## config.mk

```make
export PLATFORM = sky130hd
export DESIGN_NAME = motion_top
export DESIGN_NICKNAME = d
export VERILOG_FILES = /design/src/motion_pkg.sv /design/src/command_decoder.sv /design/src/motion_top.sv /design/src/quad_encoder.sv /design/src/spi_word.sv /design/src/step_generator.sv
export VERILOG_INCLUDE_DIRS = /design/src
export SDC_FILE = /design/constraint.sdc
export NUM_CORES = 2
export LEC_CHECK = 0
export BUFFER_PORTS_ARGS = -buffer_cell sky130_fd_sc_hd__buf_2
export CORE_MARGIN = 1.5
export CORE_UTILIZATION = 64
export CTS_CLUSTER_DIAMETER = 80
export CTS_CLUSTER_SIZE = 24
export DETAILED_ROUTE_END_ITERATION = 8
export PLACE_DENSITY_LB_ADDON = 0.25
export SYNTH_ARGS = -nofsm -noshare
export SYNTH_HDL_FRONTEND = slang
export SYNTH_HIERARCHICAL = 1
export SYNTH_SLANG_ARGS = --single-unit
```

## constraint.sdc

```tcl
create_clock -name CLK -period 8.4 [get_ports CLK]
set_clock_uncertainty 0.15 [all_clocks]
set_input_delay 0.84 -clock CLK [delete_from_list [all_inputs] [get_ports CLK]]
set_output_delay 0.84 -clock CLK [all_outputs]
set_load 0.05 [all_outputs]
```

## src/motion_consts.svh

```systemverilog
`ifndef MOTION_CONSTS_SVH
`define MOTION_CONSTS_SVH

// Command bytes, found in the top byte of a header word
`define CMD_COORDINATED_STEP 8'h01
`define CMD_MOTOR_ENABLE     8'h0a
`define CMD_CLK_DIVISOR      8'h0b
`define CMD_MOTORCONFIG      8'h10
`define CMD_API_VERSION      8'hfe

// API version returned to the host
`define VERSION_MAJOR 8'd0
`define VERSION_MINOR 8'd3
`define VERSION_PATCH 8'd1

// Move buffer depth
`define MOVE_BUFFER_BITS 2
`define MOVE_BUFFER_SIZE (1 << `MOVE_BUFFER_BITS)

// One full step of the DDA accumulator
`define STEP_THRESHOLD 64'h0000_0001_0000_0000

// Tick every 41 clocks out of reset
`define DEFAULT_CLK_DIVISOR 8'd40

`endif

```

## src/motion_pkg.sv

```systemverilog
`include "motion_consts.svh"

package motion_pkg;

  // One SPI word, little endian on the host side
  typedef logic [63:0] word_t;

  // Header command byte
  typedef logic [7:0] cmd_t;

  // Position, accumulator and increments
  typedef logic signed [63:0] count_t;

  // Move buffer pointer
  typedef logic [`MOVE_BUFFER_BITS-1:0] buf_idx_t;

  // Tick divisor
  typedef logic [7:0] div_t;

  // Word position inside a message
  typedef enum logic [1:0] {
    ST_HEADER,     // Next word is a command header
    ST_DURATION,   // Move word 1
    ST_INCREMENT,  // Move word 2
    ST_INCR_INCR   // Move word 3, last one
  } msg_state_t;

endpackage

```

## src/command_decoder.sv

```systemverilog
`timescale 1ns/1ps
`include "motion_consts.svh"

module command_decoder import motion_pkg::*; (
  input  logic       CLK,
  input  logic       resetn,
  input  logic       word_received,
  input  word_t      word_data,
  input  count_t     enc_count,
  input  logic       buffer_dtr,
  output word_t      reply_data,
  output logic       move_push,
  output count_t     move_duration,
  output count_t     move_increment,
  output count_t     move_incr_incr,
  output logic       move_dir,
  output div_t       clock_divisor,
  output logic       enable,
  output logic [2:0] microsteps,
  output logic [7:0] current
);

  msg_state_t state;
  cmd_t       hdr_cmd;
  count_t     enc_snap;      // Position at move start
  logic       snap_pending;  // Take the snapshot next cycle

  assign hdr_cmd = word_data[63:56];

  // Message FSM, config registers and reply
  always_ff @(posedge CLK) begin
    if (!resetn) begin
      state         <= ST_HEADER;
      reply_data    <= '0;
      move_push     <= 1'b0;
      snap_pending  <= 1'b0;
      clock_divisor <= `DEFAULT_CLK_DIVISOR;
      enable        <= 1'b0;
      microsteps    <= 3'd2;
      current       <= 8'd140;
    end else begin
      move_push    <= 1'b0;
      snap_pending <= 1'b0;
      if (word_received) begin
        reply_data <= '0;  // Most replies are empty
        case (state)
          ST_HEADER: begin
            case (hdr_cmd)
              `CMD_COORDINATED_STEP: begin
                state        <= ST_DURATION;
                snap_pending <= 1'b1;
              end
              `CMD_MOTOR_ENABLE: enable <= word_data[0];
              `CMD_CLK_DIVISOR:  clock_divisor <= word_data[7:0];
              `CMD_MOTORCONFIG: begin
                current    <= word_data[15:8];
                microsteps <= word_data[2:0];
              end
              `CMD_API_VERSION: begin
                reply_data <= {40'd0, `VERSION_MAJOR, `VERSION_MINOR, `VERSION_PATCH};
              end
              default: ;  // Unknown command ignored
            endcase
          end
          ST_DURATION: begin
            state      <= ST_INCREMENT;
            reply_data <= enc_snap;  // Goes out with the increment word
          end
          ST_INCREMENT: state <= ST_INCR_INCR;
          ST_INCR_INCR: begin
            state     <= ST_HEADER;
            move_push <= buffer_dtr;  // Full buffer drops the move
          end
          default: state <= ST_HEADER;
        endcase
      end
    end
  end

  // Move record and encoder snapshot
  always_ff @(posedge CLK) begin
    if (snap_pending) begin
      enc_snap <= enc_count;
    end
    if (word_received) begin
      case (state)
        ST_HEADER: begin
          if (hdr_cmd == `CMD_COORDINATED_STEP) begin
            move_dir <= word_data[0];
          end
        end
        ST_DURATION:  move_duration  <= word_data;
        ST_INCREMENT: move_increment <= word_data;
        ST_INCR_INCR: move_incr_incr <= word_data;
        default: ;
      endcase
    end
  end

  // Pushes come only from the last word of a move
  a_push_on_last_word: assert property (@(posedge CLK) disable iff (!resetn)
    move_push |-> ($past(word_received && state == ST_INCR_INCR) && state == ST_HEADER))
    else $error("move_push outside the last move word");

endmodule

```

## src/motion_top.sv

```systemverilog
`timescale 1ns/1ps

module motion_top import motion_pkg::*; (
  input  logic       CLK,
  input  logic       resetn,
  input  logic       sck,
  input  logic       cs,
  input  logic       copi,
  input  logic       enc_a,
  input  logic       enc_b,
  input  logic       halt_n,
  output logic       cipo,
  output logic       step,
  output logic       dir,
  output logic       enable,
  output logic [2:0] microsteps,
  output logic [7:0] current,
  output logic       buffer_dtr,
  output logic       move_done,
  output logic       enc_fault
);

  logic   word_received;
  word_t  word_data;
  word_t  reply_data;
  logic   move_push;   // Finished move record
  count_t move_duration;
  count_t move_increment;
  count_t move_incr_incr;
  logic   move_dir;
  div_t   clock_divisor;
  count_t enc_count;

  // Host link
  spi_word spi_word_i (
    .CLK           (CLK),
    .resetn        (resetn),
    .sck           (sck),
    .cs            (cs),
    .copi          (copi),
    .reply_data    (reply_data),
    .cipo          (cipo),
    .word_received (word_received),
    .word_data     (word_data)
  );

  command_decoder command_decoder_i (
    .CLK            (CLK),
    .resetn         (resetn),
    .word_received  (word_received),
    .word_data      (word_data),
    .enc_count      (enc_count),
    .buffer_dtr     (buffer_dtr),
    .reply_data     (reply_data),
    .move_push      (move_push),
    .move_duration  (move_duration),
    .move_increment (move_increment),
    .move_incr_incr (move_incr_incr),
    .move_dir       (move_dir),
    .clock_divisor  (clock_divisor),
    .enable         (enable),
    .microsteps     (microsteps),
    .current        (current)
  );

  step_generator step_generator_i (
    .CLK            (CLK),
    .resetn         (resetn),
    .halt_n         (halt_n),
    .move_push      (move_push),
    .move_duration  (move_duration),
    .move_increment (move_increment),
    .move_incr_incr (move_incr_incr),
    .move_dir       (move_dir),
    .clock_divisor  (clock_divisor),
    .step           (step),
    .dir            (dir),
    .buffer_dtr     (buffer_dtr),
    .move_done      (move_done)
  );

  // Position feedback
  quad_encoder quad_encoder_i (
    .CLK       (CLK),
    .resetn    (resetn),
    .enc_a     (enc_a),
    .enc_b     (enc_b),
    .enc_count (enc_count),
    .enc_fault (enc_fault)
  );

endmodule

```

## src/quad_encoder.sv

```systemverilog
`timescale 1ns/1ps

module quad_encoder import motion_pkg::*; (
  input  logic   CLK,
  input  logic   resetn,
  input  logic   enc_a,
  input  logic   enc_b,
  output count_t enc_count,
  output logic   enc_fault
);

  logic [2:0] a_q;    // Sync stages plus previous sample
  logic [2:0] b_q;
  logic       a_chg;
  logic       b_chg;
  logic       count_up;

  // Two flop synchronizers with one history stage
  always_ff @(posedge CLK) begin
    if (!resetn) begin
      a_q <= '0;
      b_q <= '0;
    end else begin
      a_q <= {a_q[1:0], enc_a};
      b_q <= {b_q[1:0], enc_b};
    end
  end

  assign a_chg = a_q[1] ^ a_q[2];
  assign b_chg = b_q[1] ^ b_q[2];

  // A leading gives 00 10 11 01
  // When A moves, up if A and B now differ
  // When B moves, up if A and B now match
  assign count_up = a_chg ? (a_q[1] ^ b_q[1]) : ~(a_q[1] ^ b_q[1]);

  always_ff @(posedge CLK) begin
    if (!resetn) begin
      enc_count <= '0;
      enc_fault <= 1'b0;
    end else if (a_chg && b_chg) begin
      enc_fault <= 1'b1;  // Illegal Gray step, sticky until reset
    end else if (a_chg || b_chg) begin
      if (count_up) begin
        enc_count <= enc_count + 64'sd1;
      end else begin
        enc_count <= enc_count - 64'sd1;
      end
    end
  end

endmodule

```

## src/spi_word.sv

```systemverilog
`timescale 1ns/1ps

module spi_word import motion_pkg::*; (
  input  logic  CLK,
  input  logic  resetn,
  input  logic  sck,
  input  logic  cs,
  input  logic  copi,
  input  word_t reply_data,
  output logic  cipo,
  output logic  word_received,
  output word_t word_data
);

  logic [2:0] sck_q;   // Two sync stages, third for edge detect
  logic [2:0] cs_q;
  logic [1:0] copi_q;
  logic       sck_rise;
  logic       sck_fall;
  logic       cs_fall;
  logic       cs_s;    // Synchronized chip select
  logic [5:0] bit_cnt; // Wraps after 64 bits
  logic       rx_full; // Last bit just shifted in
  word_t      rx_shift;
  word_t      tx_shift;

  // Pin synchronizers
  always_ff @(posedge CLK) begin
    if (!resetn) begin
      sck_q  <= '0;
      cs_q   <= '1;  // Idle deselected, no false falling edge
      copi_q <= '0;
    end else begin
      sck_q  <= {sck_q[1:0], sck};
      cs_q   <= {cs_q[1:0], cs};
      copi_q <= {copi_q[0], copi};
    end
  end

  assign sck_rise = sck_q[1] & ~sck_q[2];
  assign sck_fall = ~sck_q[1] & sck_q[2];
  assign cs_fall  = ~cs_q[1] & cs_q[2];
  assign cs_s     = cs_q[1];

  // Bit counter and word strobe
  always_ff @(posedge CLK) begin
    if (!resetn) begin
      bit_cnt       <= '0;
      rx_full       <= 1'b0;
      word_received <= 1'b0;
    end else begin
      rx_full       <= 1'b0;
      word_received <= rx_full;  // One extra stage after the last bit
      if (cs_s) begin
        bit_cnt <= '0;           // Deselect realigns the frame
      end else if (sck_rise) begin
        bit_cnt <= bit_cnt + 6'd1;
        rx_full <= (bit_cnt == 6'd63);
      end
    end
  end

  // Receive path, MSB first
  always_ff @(posedge CLK) begin
    if (!cs_s && sck_rise) begin
      rx_shift <= {rx_shift[62:0], copi_q[1]};
    end
    if (rx_full) begin
      word_data <= rx_shift;  // Held until the next word
    end
  end

  // Reply loads on select, shifts on each falling sck
  always_ff @(posedge CLK) begin
    if (!resetn) begin
      tx_shift <= '0;
    end else if (cs_fall) begin
      tx_shift <= reply_data;
    end else if (!cs_s && sck_fall) begin
      tx_shift <= {tx_shift[62:0], 1'b0};
    end
  end

  assign cipo = tx_shift[63];

  // A word completes only inside a selected frame
  a_word_in_frame: assert property (@(posedge CLK) disable iff (!resetn)
    word_received |-> !cs_s)
    else $error("word_received while cs high");

endmodule

```

## src/step_generator.sv

```systemverilog
`timescale 1ns/1ps
`include "motion_consts.svh"

module step_generator import motion_pkg::*; (
  input  logic   CLK,
  input  logic   resetn,
  input  logic   halt_n,
  input  logic   move_push,
  input  count_t move_duration,
  input  count_t move_increment,
  input  count_t move_incr_incr,
  input  logic   move_dir,
  input  div_t   clock_divisor,
  output logic   step,
  output logic   dir,
  output logic   buffer_dtr,
  output logic   move_done
);

  localparam count_t step_th = `STEP_THRESHOLD;
  localparam logic [`MOVE_BUFFER_BITS:0] buf_full = `MOVE_BUFFER_SIZE;

  // Move buffer storage
  count_t dur_mem    [`MOVE_BUFFER_SIZE];
  count_t inc_mem    [`MOVE_BUFFER_SIZE];
  count_t incinc_mem [`MOVE_BUFFER_SIZE];
  logic [`MOVE_BUFFER_SIZE-1:0] dir_mem;

  buf_idx_t wr_idx;
  buf_idx_t rd_idx;
  logic [`MOVE_BUFFER_BITS:0] fill;  // Entries held, 0 to 4

  logic   push_ok;
  logic   load;      // Idle with a move waiting
  logic   tick;
  logic   finish;    // Last tick of the current move
  logic   advance;   // Tick that feeds the DDA
  logic   over_th;
  logic   active;
  div_t   div_cnt;
  count_t tick_cnt;  // Ticks left in the move
  count_t incr_r;    // Ramping per tick increment
  count_t accum;
  count_t add_term;
  count_t sub_term;

  assign buffer_dtr = (fill != buf_full);
  assign push_ok    = move_push & buffer_dtr & halt_n;  // Halt wins over a push
  assign load       = !active && (fill != '0);
  assign tick       = active && (div_cnt == '0);
  assign finish     = tick && (tick_cnt == '0);
  assign advance    = tick & halt_n;

  // Buffer write side
  always_ff @(posedge CLK) begin
    if (push_ok) begin
      dur_mem[wr_idx]    <= move_duration;
      inc_mem[wr_idx]    <= move_increment;
      incinc_mem[wr_idx] <= move_incr_incr;
      dir_mem[wr_idx]    <= move_dir;
    end
  end

  // Sequencing and tick divider
  always_ff @(posedge CLK) begin
    if (!resetn) begin
      wr_idx    <= '0;
      rd_idx    <= '0;
      fill      <= '0;
      active    <= 1'b0;
      move_done <= 1'b0;
      dir       <= 1'b0;
      div_cnt   <= '0;
      tick_cnt  <= '0;
      incr_r    <= '0;
    end else if (!halt_n) begin
      rd_idx <= wr_idx;  // Drop everything queued
      fill   <= '0;
      active <= 1'b0;
    end else begin
      if (push_ok) begin
        wr_idx <= wr_idx + 1'b1;
      end
      fill <= fill + {{`MOVE_BUFFER_BITS{1'b0}}, push_ok}
                   - {{`MOVE_BUFFER_BITS{1'b0}}, finish};
      if (load) begin
        tick_cnt <= dur_mem[rd_idx];
        incr_r   <= inc_mem[rd_idx];
        dir      <= dir_mem[rd_idx];
        div_cnt  <= clock_divisor;
        active   <= 1'b1;
      end else if (tick) begin
        div_cnt <= clock_divisor;  // Next tick in divisor+1 cycles
        incr_r  <= incr_r + incinc_mem[rd_idx];  // Ramp after the add
        if (finish) begin
          active    <= 1'b0;
          rd_idx    <= rd_idx + 1'b1;
          move_done <= ~move_done;
        end else begin
          tick_cnt <= tick_cnt - 64'sd1;
        end
      end else if (active) begin
        div_cnt <= div_cnt - 8'd1;
      end
    end
  end

  // DDA accumulator, survives a halt
  assign over_th  = (accum >= step_th);
  assign add_term = advance ? incr_r : '0;
  assign sub_term = over_th ? step_th : '0;

  always_ff @(posedge CLK) begin
    if (!resetn) begin
      accum <= '0;
      step  <= 1'b0;
    end else begin
      accum <= accum + add_term - sub_term;
      step  <= over_th;  // One pulse per threshold crossing
    end
  end

  // Decoder must hold moves back while full
  a_no_push_full: assert property (@(posedge CLK) disable iff (!resetn)
    move_push |-> buffer_dtr)
    else $error("move_push while buffer full");

  // Increment above threshold would merge pulses
  a_step_single: assert property (@(posedge CLK) disable iff (!resetn)
    step |=> !step)
    else $error("step high two cycles in a row");

endmodule

```

==> run_results.csv <==
group,metric,value,unit
pwr,leakagePower,25.12,nW
pwr,ir_drop,0.2216,mV
logic_synthesis,synth_compound_gate_area_share,10.49,%
logic_synthesis,synth_seq_cells,1609,
floorplan,io-pin-count,26,
logic_synthesis,synthSimpleGateAreaFrac,11.70,%
pwr,p_total,16.48,mW
logic_synthesis,synth_mux_area_share,8.206,%
clock_tree,postCtsSetupBuffers,0,
timing,min_period,6.029,ns
clock_tree,cts_max_level,3,
timing,finalHoldViolations,0,
logic_synthesis,synth_ff_type,"edfxtp_1",
clock_tree,tritoncts,"yes",
floorplan,initial_core_util,64.77,%
floorplan,core-area,111100,sq um
logic_synthesis,postSynthNetCount,6018,
setup_path,arrival,6.46,ns
run_status,status,"complete, no violations",
logic_synthesis,yosys.area_share.adder,3.612,%
logic_synthesis,mappedNetlistArea,71980,sq um
floorplan,row_count,122,
placed_design,placed_area,73090,sq um
setup_path,critPathKind,"reg2reg",
detailed_routing,wl_per_cell,24.21,microns
logic_synthesis,synth_top_family_by_area,"simple AND/OR/NAND/NOR gates",
clock_tree,clk_pin_slew_worst_paths,0.10,ns
detailed_routing,vias,46911,
setup_path,required,8.83,ns
timing,tns,0,ns
global_routing,gr-usage-all-layers,29.94,%
logic_synthesis,synth_cell_types,112,
global_routing,grt_pass1_wl,266800,microns
global_routing,antenna_found_initial,7,
logic_synthesis,yosys.area_share.xor_xnor,1.712,%
flow_run,maxCapViolCount,0,
placed_design,dpl.hpwl,112800,microns
detailed_routing,routed_wl,173500,microns
worst_hold_path,hold_path_class,"in2reg",
timing,clock.fmax,165.9,MHz
clock_tree,cts-resized-gates,0,
logic_synthesis,syn_area_per_cell,12.40,sq um
logic_synthesis,syn_inst,5804,
placed_design,pre_cts_slack,2.499,ns
detailed_routing,drc,0,
cells_and_area,area_growth,5.171,%
cells_and_area,drive_gt1_share,8.364,%
clock_tree,cts_root_buf,"clkbuf_16",
placed_design,globalplace.congestion,0.9477,
floorplan,die_area,114500,sq um
setup_path,crit_path_end_kind,"flip-flop",
placed_design,io_buffer_count,25,
logic_synthesis,ys_seq_area_share,60.84,%
cells_and_area,fill_cells,7931,
detailed_routing,via_per_inst,6.545,
detailed_routing,drt_pre_antenna_iters,6,
timing,fin_crit_sh,71.78,%
timing,worst_slack,2.371,ns
detailed_routing,detail-route-antenna-nets,0,
logic_synthesis,synth_edf_count,1157,
floorplan,fp.dieW,338.4,microns
timing,timing.hold.ws,0.1777,ns
clock_tree,clock-sinks,1609,
cells_and_area,final_nets,5824,
detailed_routing,drt_iter0_drc,5112,
clock_tree,cts_max_path_buffers,3,
global_routing,grt_start_max_net_pins,139,
setup_path,cp_max_fo,67,
timing,slew_headroom,27.58,%
pwr,p_per_area,217.7,nW/um^2
global_routing,grt_pass1_vias,45772,
clock_tree,clk_latency,0.70,ns
timing,maxSlewViolCount,0,
cells_and_area,stdcell_area,75700,sq um
logic_synthesis,async_flop_share,0,%
timing,setup_violations,0,
setup_path,critPathLaunchType,"flip-flop",
floorplan,fp.dieH,338.4,microns
clock_tree,cts_made_buffers,83,
cells_and_area,diodes,0,
global_routing,grt_overflow,0,
timing,rsz0062_at_grt,"no",
timing,worstMarginPinSlew,1.076,ns
logic_synthesis,yosys_warnings,6,
clock_tree,hold_buffers,0,
## synth_stat cells, types with 120 or more instances
library cell / count / area share, %
edfxtp_1: 1157 / 48
nand2_1: 455 / 2.4
dfxtp_1: 452 / 13
a21oi_1: 430 / 3.0
nor2_1: 372 / 1.9
clkbuf_1: 268 / 1.4
inv_1: 253 / 1.3
o21ai_0: 224 / 1.6
ha_1: 203 / 3.5
mux4_2: 193 / 6.0
nand3_1: 148 / 1.0
mux2i_1: 142 / 2.0
nand2b_1: 125 / 1.1
nor3_1: 120 / 0.83
## report_power, final
| part | switching [mW] | total, mW | internal, mW |
|---|---|---|---|
| Clock | 2.54 | 4.56 | 2.03 |
| Sequential | 0.139 | 8.69 | 8.55 |
| Combinational | 1.96 | 3.23 | 1.27 |
| Total | 4.63 | 16.5 | 11.8 |
## path summary, 6_finish.rpt
check,cells after the start,endpoint,startpoint,slack (ns)
worst max register to register,22,step_generator_i/accum[61],step_generator_i/div_cnt[0],2.37
worst max-delay path,22,step_generator_i/accum[61],step_generator_i/div_cnt[0],2.37
worst min register to register,0,spi_word_i/rx_shift[0],spi_word_i/copi_q[1],0.26
worst min-delay path,2,spi_word_i/cs_q[0],cs,0.18
## worst max-delay path: stages (launching register included)
cell and delay, ns:
dfxtp_1 0.35, inv_1 0.07, ha_1 0.19, nor4b_1 0.49
nand3b_1 0.21, nor3_1 0.18, buf_4 0.19, and2_2 0.26
buf_4 0.68, nand2_1 0.15, ha_1 0.31, inv_1 0.04
ha_1 0.37, a21o_1 0.23, a21o_1 0.18, a221oi_1 0.28
o211ai_1 0.13, a31oi_1 0.51, nor2_1 0.11, o21ai_0 0.31
o31a_1 0.26, o31ai_1 0.10, mux2i_1 0.13
## layout make-up
cell class,instances,area [sq um],share of cell area [%]
flip-flops and latches,1609,43810,57.87
clock buffers,136,2350,3.104
repair buffers,82,638.1,0.8429
well taps,1488,1862,2.459
clock inverters,18,267.8,0.3537
multi-input cells,3579,25820,34.10
inverters,255,959.7,1.268
## state kept, by name, summed over array words and instances (netlist names), 4 cells and up, named ones only
name,count
step_generator_i/dur_mem,256
step_generator_i/inc_mem,256
step_generator_i/incinc_mem,256
command_decoder_i/enc_snap,64
command_decoder_i/move_duration,64
command_decoder_i/move_incr_incr,64
command_decoder_i/move_increment,64
command_decoder_i/reply_data,64
quad_encoder_i/enc_count,64
spi_word_i/rx_shift,64
spi_word_i/tx_shift,64
spi_word_i/word_data,64
step_generator_i/accum,64
step_generator_i/incr_r,64
step_generator_i/tick_cnt,64
command_decoder_i/clock_divisor,8
command_decoder_i/current,8
step_generator_i/div_cnt,8
spi_word_i/bit_cnt,6
step_generator_i/dir_mem,4
## per-stage QoR
step	std cells	util [%]
after floorplan	5804	-
after global placement	7013	65.77
after detailed placement	7013	65.77
after CTS	7167	68.12
after global routing	7167	68.12
final	7167	68.12
## cells by family (layout without fill, tap and decap cells)
group / count (synthesis) / after routing
AO/OA/AOI/OAI: 1204 / 1204
XOR/XNOR: 139 / 139
adder cells (fa/ha/maj): 206 / 206
buffers and inverters: 616 / 491
flip-flops: 1609 / 1609
multiplexers: 345 / 345
AND/OR/NAND/NOR: 1685 / 1685
## cells in the final DEF (no fill, tap or decap), types with 32 or more instances in the layout
cell,n
a211oi_1,37
a21o_1,73
a21oi_1,430
a31oi_1,40
and2_1,37
and3_1,37
buf_4,51
clkbuf_1,49
clkbuf_16,86
dfxtp_1,447
edfxtp_1,1157
ha_1,202
inv_1,251
mux2i_1,142
mux4_2,193
nand2_1,454
nand2b_1,125
nand3_1,148
nand4_1,109
nor2_1,370
nor3_1,120
nor4_1,67
o21a_1,32
o21ai_0,224
o31ai_1,87
or3_1,50
or4_1,35
xnor2_1,81
xor2_1,56
## routing by layer
| metal | GRT usage [%] | vias to the layer above | part of all wire [%] |
|---|---|---|---|
| li1 | - | 21349 | - |
| met1 | 40.25 | 23128 | 40 |
| met2 | 50.09 | 2062 | 49 |
| met3 | 3.263 | 372 | 7.5 |
| met4 | 12.38 | 0 | 4.3 |
| met5 | 0 | - | 0 |
No activity file was read; power rests on OpenSTA's default activity.
